<file path="config.mk">
export PLATFORM = sky130hd
export DESIGN_NAME = dot_engine_top
export DESIGN_NICKNAME = d
export VERILOG_FILES = /design/src/cnn_pkg.sv /design/src/pe_feed_if.sv /design/src/beat_dispatcher.sv /design/src/dot_engine_top.sv /design/src/mult_sum.sv /design/src/result_collector.sv
export SDC_FILE = /design/constraint.sdc
export NUM_CORES = 2
export LEC_CHECK = 0
export ABC_AREA = 1
export ABC_CLOCK_PERIOD_IN_PS = 16900
export BUFFER_PORTS_ARGS = -buffer_cell sky130_fd_sc_hd__buf_2
export CORE_AREA = 10 10 500 307
export CTS_CLUSTER_SIZE = 14
export DETAILED_ROUTE_END_ITERATION = 6
export DIE_AREA = 0 0 510 317
export PLACE_DENSITY_LB_ADDON = 0.1
export SLEW_MARGIN = 20
export SYNTH_ARGS = -nofsm -noshare
export SYNTH_HDL_FRONTEND = slang
export SYNTH_HIERARCHICAL = 1
export SYNTH_SLANG_ARGS = --single-unit
</file>
<file path="constraint.sdc">
create_clock -name clk -period 16.9 [get_ports clk]
set_clock_uncertainty 0.2 [all_clocks]
set_input_delay 5.07 -clock clk [delete_from_list [all_inputs] [get_ports clk]]
set_output_delay 5.07 -clock clk [all_outputs]
set_load 0.02 [all_outputs]
</file>
<file path="src/cnn_pkg.sv">
package cnn_pkg;

    ////////////////////////////////////////
    // Array geometry
    ////////////////////////////////////////

    localparam int LANES           = 8;
    localparam int N_PE            = 4;
    localparam int TILE_FIFO_DEPTH = 4;

    ////////////////////////////////////////
    // Datapath widths
    ////////////////////////////////////////

    localparam int ACT_W  = 8;
    localparam int WGT_W  = 4;
    localparam int PROD_W = ACT_W + WGT_W;
    // Eight products need three extra bits
    localparam int PSUM_W = PROD_W + $clog2(LANES);
    localparam int ACC_W  = 21;

    // Counter and pointer widths
    localparam int CREDIT_W   = $clog2(TILE_FIFO_DEPTH + 1);
    localparam int FIFO_PTR_W = $clog2(TILE_FIFO_DEPTH);
    localparam int PE_IDX_W   = $clog2(N_PE);

    // Scalar lanes
    typedef logic signed [ACT_W-1:0]  act_t;
    typedef logic signed [WGT_W-1:0]  weight_t;
    typedef logic signed [PROD_W-1:0] prod_t;

    // Packed beats, lane 0 in the low bits
    typedef logic [LANES*ACT_W-1:0]      act_vec_t;
    typedef logic [LANES*WGT_W-1:0]      weight_vec_t;
    typedef logic [N_PE*LANES*WGT_W-1:0] weight_bank_t;

    // Sums
    typedef logic signed [PSUM_W-1:0] psum_t;
    typedef logic signed [ACC_W-1:0]  acc_t;
    typedef logic [PE_IDX_W-1:0]      pe_idx_t;

    // Collector output FSM
    typedef enum logic {
        COLLECT_IDLE,
        COLLECT_SEND
    } collect_state_t;

endpackage

</file>
<file path="src/pe_feed_if.sv">
interface pe_feed_if;
    import cnn_pkg::*;

    // One registered beat, broadcast to every PE
    logic         feed_valid;
    act_vec_t     act;
    weight_bank_t weight_bank;
    logic         last;

    // Dispatcher side
    modport source (
        output feed_valid,
        output act,
        output weight_bank,
        output last
    );

    // PE side, no ready since a PE never stalls
    modport sink (
        input feed_valid,
        input act,
        input weight_bank,
        input last
    );

endinterface

</file>
<file path="src/beat_dispatcher.sv">
module beat_dispatcher (
    input  logic                  clk,
    input  logic                  rst_n,
    input  logic                  in_valid,
    output logic                  in_ready,
    input  cnn_pkg::act_vec_t     in_act,
    input  cnn_pkg::weight_bank_t in_weight,
    input  logic                  in_last,
    input  logic                  release_tile,
    pe_feed_if.source             feed
);
    import cnn_pkg::*;

    logic [CREDIT_W-1:0] credits;
    logic                accept;
    logic                take_credit;

    ////////////////////////////////////////
    // Credit accounting
    ////////////////////////////////////////

    // One credit per tile slot in the collector FIFO
    assign accept      = in_valid && in_ready;
    assign take_credit = accept && in_last;
    assign in_ready    = (credits != '0);

    always_ff @(posedge clk or negedge rst_n)
    begin
        if (!rst_n)
        begin
            credits <= CREDIT_W'(TILE_FIFO_DEPTH);
        end
        else if (take_credit && !release_tile)
        begin
            credits <= credits - 1'b1;
        end
        else if (release_tile && !take_credit)
        begin
            credits <= credits + 1'b1;
        end
    end

    ////////////////////////////////////////
    // Feed register
    ////////////////////////////////////////

    always_ff @(posedge clk or negedge rst_n)
    begin
        if (!rst_n)
        begin
            feed.feed_valid <= 1'b0;
        end
        else
        begin
            // Drops back low in any cycle without a transfer
            feed.feed_valid <= accept;
        end
    end

    // Beat payload, only meaningful while feed_valid is high
    always_ff @(posedge clk)
    begin
        if (accept)
        begin
            feed.act         <= in_act;
            feed.weight_bank <= in_weight;
            feed.last        <= in_last;
        end
    end

endmodule

</file>
<file path="src/dot_engine_top.sv">
module dot_engine_top (
    input  logic                  clk,
    input  logic                  rst_n,
    input  logic                  in_valid,
    output logic                  in_ready,
    input  cnn_pkg::act_vec_t     in_act,
    input  cnn_pkg::weight_bank_t in_weight,
    input  logic                  in_last,
    output logic                  out_valid,
    input  logic                  out_ready,
    output cnn_pkg::acc_t         out_sum,
    output cnn_pkg::pe_idx_t      out_index
);
    import cnn_pkg::*;

    pe_feed_if       feed_bus ();
    logic [N_PE-1:0] pe_done;
    acc_t            pe_acc [N_PE];
    logic            release_tile;

    ////////////////////////////////////////
    // Input side
    ////////////////////////////////////////

    beat_dispatcher i_beat_dispatcher (
        .clk          (clk),
        .rst_n        (rst_n),
        .in_valid     (in_valid),
        .in_ready     (in_ready),
        .in_act       (in_act),
        .in_weight    (in_weight),
        .in_last      (in_last),
        .release_tile (release_tile),
        .feed         (feed_bus)
    );

    ////////////////////////////////////////
    // Processing elements
    ////////////////////////////////////////

    // Each PE takes its own word of the registered weight bank
    for (genvar i = 0; i < N_PE; i++)
    begin : g_pe
        mult_sum i_mult_sum (
            .clk    (clk),
            .rst_n  (rst_n),
            .feed   (feed_bus),
            .weight (feed_bus.weight_bank[i*LANES*WGT_W +: LANES*WGT_W]),
            .done   (pe_done[i]),
            .acc    (pe_acc[i])
        );
    end

    ////////////////////////////////////////
    // Output side
    ////////////////////////////////////////

    // All PEs run in lockstep, so PE 0 speaks for the tile
    result_collector i_result_collector (
        .clk          (clk),
        .rst_n        (rst_n),
        .done         (pe_done[0]),
        .pe_acc       (pe_acc),
        .release_tile (release_tile),
        .out_valid    (out_valid),
        .out_ready    (out_ready),
        .out_sum      (out_sum),
        .out_index    (out_index)
    );

endmodule

</file>
<file path="src/mult_sum.sv">
module mult_sum (
    input  logic                 clk,
    input  logic                 rst_n,
    pe_feed_if.sink              feed,
    input  cnn_pkg::weight_vec_t weight,
    output logic                 done,
    output cnn_pkg::acc_t        acc
);
    import cnn_pkg::*;

    act_t                     act_lane    [LANES];
    weight_t                  weight_lane [LANES];
    prod_t                    prod_q      [LANES];
    logic signed [PROD_W:0]   sum_l1      [LANES/2];
    logic signed [PROD_W+1:0] sum_l2      [LANES/4];
    psum_t                    beat_sum;
    acc_t                     beat_ext;
    logic                     beat_q;
    logic                     last_q;
    logic                     tile_start;

    // Signed lanes out of the packed beat
    always_comb
    begin
        for (int i = 0; i < LANES; i++)
        begin
            act_lane[i]    = feed.act[i*ACT_W +: ACT_W];
            weight_lane[i] = weight[i*WGT_W +: WGT_W];
        end
    end

    ////////////////////////////////////////
    // Stage 1, lane products
    ////////////////////////////////////////

    always_ff @(posedge clk)
    begin
        if (feed.feed_valid)
        begin
            for (int i = 0; i < LANES; i++)
            begin
                prod_q[i] <= act_lane[i] * weight_lane[i];
            end
        end
    end

    always_ff @(posedge clk or negedge rst_n)
    begin
        if (!rst_n)
        begin
            beat_q <= 1'b0;
            last_q <= 1'b0;
        end
        else
        begin
            beat_q <= feed.feed_valid;
            last_q <= feed.feed_valid && feed.last;
        end
    end

    // Balanced tree, each level one bit wider
    always_comb
    begin
        for (int i = 0; i < LANES/2; i++)
        begin
            sum_l1[i] = prod_q[2*i] + prod_q[2*i+1];
        end
        for (int i = 0; i < LANES/4; i++)
        begin
            sum_l2[i] = sum_l1[2*i] + sum_l1[2*i+1];
        end
        beat_sum = sum_l2[0] + sum_l2[1];
    end

    assign beat_ext = beat_sum;

    ////////////////////////////////////////
    // Stage 2, tile accumulator
    ////////////////////////////////////////

    always_ff @(posedge clk or negedge rst_n)
    begin
        if (!rst_n)
        begin
            tile_start <= 1'b1;
            done       <= 1'b0;
        end
        else
        begin
            // done lines up with the final sum on acc
            done <= beat_q && last_q;
            if (beat_q)
            begin
                tile_start <= last_q;
            end
        end
    end

    // Wraps modulo 2**ACC_W
    always_ff @(posedge clk)
    begin
        if (beat_q)
        begin
            acc <= (tile_start ? '0 : acc) + beat_ext;
        end
    end

endmodule

</file>
<file path="src/result_collector.sv">
module result_collector (
    input  logic              clk,
    input  logic              rst_n,
    input  logic              done,
    input  cnn_pkg::acc_t     pe_acc [cnn_pkg::N_PE],
    output logic              release_tile,
    output logic              out_valid,
    input  logic              out_ready,
    output cnn_pkg::acc_t     out_sum,
    output cnn_pkg::pe_idx_t  out_index
);
    import cnn_pkg::*;

    acc_t                  fifo_mem [TILE_FIFO_DEPTH][N_PE];
    logic [FIFO_PTR_W-1:0] wr_ptr;
    logic [FIFO_PTR_W-1:0] rd_ptr;
    // Same range as the credit counter
    logic [CREDIT_W-1:0]   fill;
    collect_state_t        state;
    collect_state_t        state_nxt;
    pe_idx_t               send_idx;
    logic                  push;
    logic                  take;
    logic                  pop;

    assign push = done;
    assign take = out_valid && out_ready;
    assign pop  = take && (send_idx == PE_IDX_W'(N_PE - 1));

    ////////////////////////////////////////
    // Tile FIFO
    ////////////////////////////////////////

    // One entry holds all neuron sums of a tile
    always_ff @(posedge clk)
    begin
        if (push)
        begin
            for (int i = 0; i < N_PE; i++)
            begin
                fifo_mem[wr_ptr][i] <= pe_acc[i];
            end
        end
    end

    always_ff @(posedge clk or negedge rst_n)
    begin
        if (!rst_n)
        begin
            wr_ptr <= '0;
            rd_ptr <= '0;
            fill   <= '0;
        end
        else
        begin
            if (push)
            begin
                wr_ptr <= wr_ptr + 1'b1;
            end
            if (pop)
            begin
                rd_ptr <= rd_ptr + 1'b1;
            end
            if (push && !pop)
            begin
                fill <= fill + 1'b1;
            end
            else if (pop && !push)
            begin
                fill <= fill - 1'b1;
            end
        end
    end

    ////////////////////////////////////////
    // Output FSM
    ////////////////////////////////////////

    always_comb
    begin
        state_nxt = state;
        case (state)
            COLLECT_IDLE:
            begin
                // FIFO is always empty here
                if (push)
                begin
                    state_nxt = COLLECT_SEND;
                end
            end
            COLLECT_SEND:
            begin
                if (pop && !push && fill == CREDIT_W'(1))
                begin
                    state_nxt = COLLECT_IDLE;
                end
            end
            default:
            begin
                state_nxt = COLLECT_IDLE;
            end
        endcase
    end

    always_ff @(posedge clk or negedge rst_n)
    begin
        if (!rst_n)
        begin
            state        <= COLLECT_IDLE;
            send_idx     <= '0;
            release_tile <= 1'b0;
        end
        else
        begin
            state        <= state_nxt;
            release_tile <= pop;
            if (pop)
            begin
                send_idx <= '0;
            end
            else if (take)
            begin
                send_idx <= send_idx + 1'b1;
            end
        end
    end

    // Head entry and index only move on a transfer
    assign out_valid = (state == COLLECT_SEND);
    assign out_sum   = fifo_mem[rd_ptr][send_idx];
    assign out_index = send_idx;

endmodule

</file>
### After elaboration in Yosys (flattened, before gate mapping)

Memory sizes are Yosys's and may differ from the RTL's.
Cells that the tools add are included.

| operators by class | value |
|---|---|
| add/subtract/negate cells | 39 |
| multiply operators | 32 |
| $lt $le $gt $ge | 1 |
| equal/unequal tests | 2 |
| mux-type cells | 19 |
| bitwise operators | 2 |
| reductions and logical operators | 19 |

Operators with widths:

| operator | count |
|---|---|
| 8-bit by 4-bit multiplier with 12-bit output | 32 |
| 12-bit by 12-bit adder with 13-bit output | 16 |
| 21-bit 2-to-1 mux | 6 |
| 13-bit by 13-bit adder with 14-bit output | 8 |
| 21-bit adder | 4 |
| 14-bit by 14-bit adder with 15-bit output | 4 |
| 21-bit binary-select mux with 2-bit select | 1 |
| 3-bit 2-to-1 mux | 4 |
| 1-bit logical AND | 11 |
| 2-bit by 1-bit adder with 2-bit output, second input constant | 3 |
| 3-bit by 1-bit adder with 3-bit output, second input constant | 2 |
| 2-bit nonzero test | 3 |
| 3-bit by 1-bit subtractor with 3-bit output, second input constant | 2 |
| 1-bit 2-to-1 mux | 5 |
| 1-bit logical NOT | 4 |
| 2-bit 2-to-1 mux | 2 |
| 3-bit by 1-bit == test with 1-bit output, second input constant | 1 |
| 3-bit greater-or-equal comparator, second input constant | 1 |
| 2-bit NOT with 3-bit output | 1 |
| 3-bit nonzero test | 1 |
| 2-bit == test, second input constant | 1 |
| 1-bit one-hot mux with 2 select lines | 1 |
| 1-bit NOT | 1 |

| storage, ports and cells | value |
|---|---|
| register bits | 296 |
| RAM bits | 720 |
| bits of input ports | 197 |
| output and inout bits | 25 |
| word-level logic and storage cells | 138 |
| memories | 5 |

Memories:

| memory | words | width | read ports | clocked after memory_dff | wr ports | line | text |
|---|---|---|---|---|---|---|---|
| i_result_collector.fifo_mem | 4 | 84 | 1 | 0 | 1 | result_collector.sv:14 | `acc_t fifo_mem [TILE_FIFO_DEPTH][N_PE];` |
| g_pe[0].i_mult_sum.prod_q | 8 | 12 | 8 | 0 | 8 | mult_sum.sv:13 | `prod_t prod_q [LANES];` |
| g_pe[1].i_mult_sum.prod_q | 8 | 12 | 8 | 0 | 8 | mult_sum.sv:13 |  |
| g_pe[2].i_mult_sum.prod_q | 8 | 12 | 8 | 0 | 8 | mult_sum.sv:13 |  |
| g_pe[3].i_mult_sum.prod_q | 8 | 12 | 8 | 0 | 8 | mult_sum.sv:13 |  |

### Logic depth before layout (Yosys ltp)

| logic depth | value |
|---|---|
| word-level depth | 7 |
| gate-level depth with buffers | 30 |
| depth with buffers taken out | 30 |

### By module

Netlist, hierarchy kept.

Modules (own cells, without submodules):

| module | instances | cells each | area each (um^2) | sequential area each (um^2) |
|---|---|---|---|---|
| mult_sum at g_pe[1].i_mult_sum | 1 | 1733 | 15994.1 | 3614.7 |
| mult_sum at g_pe[0].i_mult_sum | 1 | 1728 | 15927.8 | 3614.7 |
| mult_sum at g_pe[3].i_mult_sum | 1 | 1727 | 15894.0 | 3614.7 |
| mult_sum at g_pe[2].i_mult_sum | 1 | 1707 | 15787.6 | 3614.7 |
| result_collector | 1 | 1416 | 15001.9 | 10364.9 |
| beat_dispatcher | 1 | 218 | 6022.0 | 5896.9 |

### Worst setup path after synthesis

Ideal clock, no wire load.

| timing path | value |
|---|---|
| kind | input to register |
| start | in in_valid |
| end | reg i_beat_dispatcher.feed.feed_valid |
| library setup time | 0.601 ns |
| data arrival time | 9.439 ns |
| data required time | 16.099 ns |
| slack | 6.661 ns |
| stages on the path | 1 |
| path buffers | 0 |
| cell sequence | and2_1 |

| between the ends | value |
|---|---|
| cells in the longest elaborated chain, start to end | 1 |

RTL lines:

| item | line | text |
|---|---|---|
| start: declaration | dot_engine_top.sv:4 | `input logic in_valid,` |
| 1-bit logical AND | beat_dispatcher.sv:23 | `assign accept = in_valid && in_ready;` |
| end signal: assignment | beat_dispatcher.sv:56 | `feed.feed_valid <= accept;` |
| end: declaration | pe_feed_if.sv:12 | `output feed_valid,` |

No other way between the ends.
A chain may end at the register's enable or synchronous reset.

### Worst setup path after layout

| timing path | value |
|---|---|
| start | reg i_result_collector.rd_ptr[1] |
| end | out out_sum[17] |

| between the ends | value |
|---|---|
| cells in the longest elaborated chain, start to end | 4 |

RTL lines:

| item | line | text |
|---|---|---|
| start: declaration | result_collector.sv:16 | `logic [FIFO_PTR_W-1:0] rd_ptr;` |
| start signal: assignment | result_collector.sv:62 | `rd_ptr <= rd_ptr + 1'b1;` |
| memory read 4 x 84 bit | -- |  |
| 21-bit binary-select mux with 2-bit select | result_collector.sv:130 | `assign out_sum = fifo_mem[rd_ptr][send_idx];` |
| 21-bit 2-to-1 mux (not written as such) (2 in a row) | result_collector.sv:130 |  |
| end: declaration | dot_engine_top.sv:11 | `output cnn_pkg::acc_t out_sum,` |

No other way between the ends. The select of a mux whose other input is x is not followed.

==> flow_metrics.py <==
metrics = {
    "outcome": {
        "status": "finished, final reports clean",
    },
    "clocking": {
        "insertion_delay_ns": 0.76,
        "postCtsSetupRepairBufs": 0,
        "clockRootBuffer": "clkbuf_16",
        "hold_buffers": 0,
        "cts_tree": "yes",
        "cts_resized": 0,
        "cts.sinks": 1025,
        "clk_path_buf_depth": 3,
        "htreeDepth": 3,
        "cts_buffers": 105,
        "clk_pin_slew_ns": 0.06,
    },
    "yosys": {
        "synth_nets": 10400,
        "synth_cells": 8523,
        "syn_area_mm2": 0.0845,
        "avgSynthCellArea_um2": 9.92,
        "yosys_warnings": 6,
    },
    "grt": {
        "grt.busiest_layer": "met1",
        "grt_usage": 0.280,
        "grt_max_degree": 148,
        "antenna_found_initial": 10,
        "grt_util_met1": 0.427,
        "met2_usage": 0.397,
        "grt_pass1_wl_um": 343000,
        "grt_remaining_overflow": 0,
        "grt_pass1_vias": 57000,
        "grtUsageMet3": 0.0781,
    },
    "timing": {
        "finalCriticalPeriod_ns": 9.05,
        "clock.fmax_mhz": 110,
        "setup_violations": 0,
        "setup_tns_ns": 0,
        "worst_slew_pin_slew_ns": 1.09,
        "max_slew_margin": 0.272,
        "fin_crit_sh": 0.536,
        "rsz0062_at_grt": "false",
        "hold_viol": 0,
        "final_max_slew_viol_count": 0,
    },
    "worst_setup_path": {
        "arrival_ns": 3.78,
        "start_kind": "flip-flop",
        "cp.required_ns": 11.63,
        "worstRegToRegCells": 27,
        "reg2reg_to": "g_pe[0].i_mult_sum/acc[19]",
        "r2r-start": "g_pe[0].i_mult_sum/prod_q[1][6]",
        "path_max_fanout": 46,
        "reg2reg_slack_ns": 10.45,
        "crit_start": "i_result_collector/rd_ptr[1]",
        "cp-endpoint": "out_sum[17]",
        "crit_type": "reg2out",
        "cp-end-kind": "primary output",
    },
    "drt": {
        "vias": 56800,
        "wl_um": 222000,
        "drc": 0,
        "wl_per_cell_um": 20.7,
        "drt_iter0_markers": 5717,
        "drt_pass1_iterations": 6,
        "viasPerCell": 5.29,
        "ant_nets": 0,
    },
    "cells_and_area": {
        "stdcell_count": 10700,
        "final_area_mm2": 0.0912,
        "finalNetCount": 10600,
        "multi_input_area_mm2": 0.0448,
        "seq_area_mm2": 0.0307,
        "areaGrowthSynthToFinish_pct": 7.89,
        "fillerInstances": 11900,
        "drive_gt1_frac": 0.0878,
    },
    "floorplanning": {
        "die_w_um": 510,
        "start_util": 0.588,
        "die-area_mm2": 0.162,
        "core_mm2": 0.144,
        "io-pin-count": 222,
        "die_h_um": 317,
        "fp-row-count": 108,
    },
    "placement": {
        "placedCellCount": 10500,
        "gp_congestion": 0.970,
        "dp_hpwl_um": 176000,
        "place_area_mm2": 0.0876,
        "portBuffers": 221,
    },
    "worst_hold_path": {
        "hold_start": "g_pe[1].i_mult_sum/last_q",
        "hold_class": "reg2reg",
    },
    "run": {
        "cap_violations": 0,
    },
}
-- layer usage --
layer | vias up | wire length (µm)
li1 | 26600 | -
met1 | 27900 | 103000
met2 | 2096 | 90300
met3 | 252 | 24000
met4 | 2 | 5340
met5 | - | 13
-- placed cells by master (no fill, tap or decap), types with 7 or more instances in the layout --
cell type / n
inv_1: 2191
xor2_1: 330
buf_4: 49
nand2_1: 1627
clkbuf_1: 18
bufinv_16: 10
edfxtp_1: 997
a21o_1: 34
clkinv_2: 17
o21ai_1: 13
nand3_2: 20
o21ai_0: 134
ha_1: 787
inv_2: 13
a21oi_2: 14
nand2_2: 39
fa_1: 849
nand3_4: 7
buf_2: 221
nand4_1: 9
or2_2: 200
a31oi_1: 13
nand2_4: 10
o21bai_1: 39
clkbuf_8: 7
clkinvlp_4: 12
clkinv_1: 12
nor3_1: 7
dfrtp_1: 20
xnor2_1: 148
clkbuf_16: 109
nor2_1: 190
a21oi_1: 266
nand3_1: 342
-- registers in the layout, indices dropped and copies added, names as in the netlist, 2 cells and up --
signal,cells
i_result_collector/rd_ptr,2
g_pe.i_mult_sum/tile_start,4
i_beat_dispatcher/feed.weight_bank,128
i_result_collector/fifo_mem,336
i_result_collector/fill,3
i_beat_dispatcher/feed.act,64
g_pe.i_mult_sum/acc,84
g_pe.i_mult_sum/beat_q,4
i_beat_dispatcher/credits,3
i_result_collector/out_index,2
g_pe.i_mult_sum/prod_q,384
g_pe.i_mult_sum/last_q,4
i_result_collector/wr_ptr,2
-- critical path: stages (launching register included) --
cell     delay (ns)
dfrtp_2        0.75
inv_2          0.76
buf_4          0.61
nand3_1        0.14
nand3_1        0.11
nand3_1        0.29
nand2_1        0.17
buf_2          0.18
-- stage by stage --
stage                     hold WS (ns)   util  worst slack [ns]
after floorplan                  0.222      -              6.66
after global placement           0.244  0.610              8.67
after detailed placement         0.243  0.610              8.66
after CTS                        0.263  0.634              7.85
after global routing             0.289  0.634              7.69
final                            0.266  0.634              7.85
-- worst min path at each step --
| stage | to | slack [ns] | depth (start not counted) |
|---|---|---|---|
| floorplan | g_pe[0].i_mult_sum/done | 0.22 | 2 |
| global placement | g_pe[1].i_mult_sum/tile_start | 0.24 | 2 |
| detailed placement | g_pe[1].i_mult_sum/tile_start | 0.24 | 2 |
| CTS | g_pe[1].i_mult_sum/tile_start | 0.26 | 2 |
| global route | i_beat_dispatcher/credits[2] | 0.29 | 2 |
| finish | g_pe[1].i_mult_sum/tile_start | 0.27 | 2 |
-- layout make-up --
class	instances	share of cell area
Inverter	2211	0.0911
Tap cell	1925	0.0264
Sequential cell	1025	0.336
Antenna cell	2	0.0000549
Clock inverter	62	0.00730
Timing Repair Buffer	272	0.0166
Clock buffer	134	0.0317
Multi-Input combinational cell	5113	0.491
Power is not shown: default switching activity piles up to over one toggle a cycle in this logic, so the estimate is an artifact.
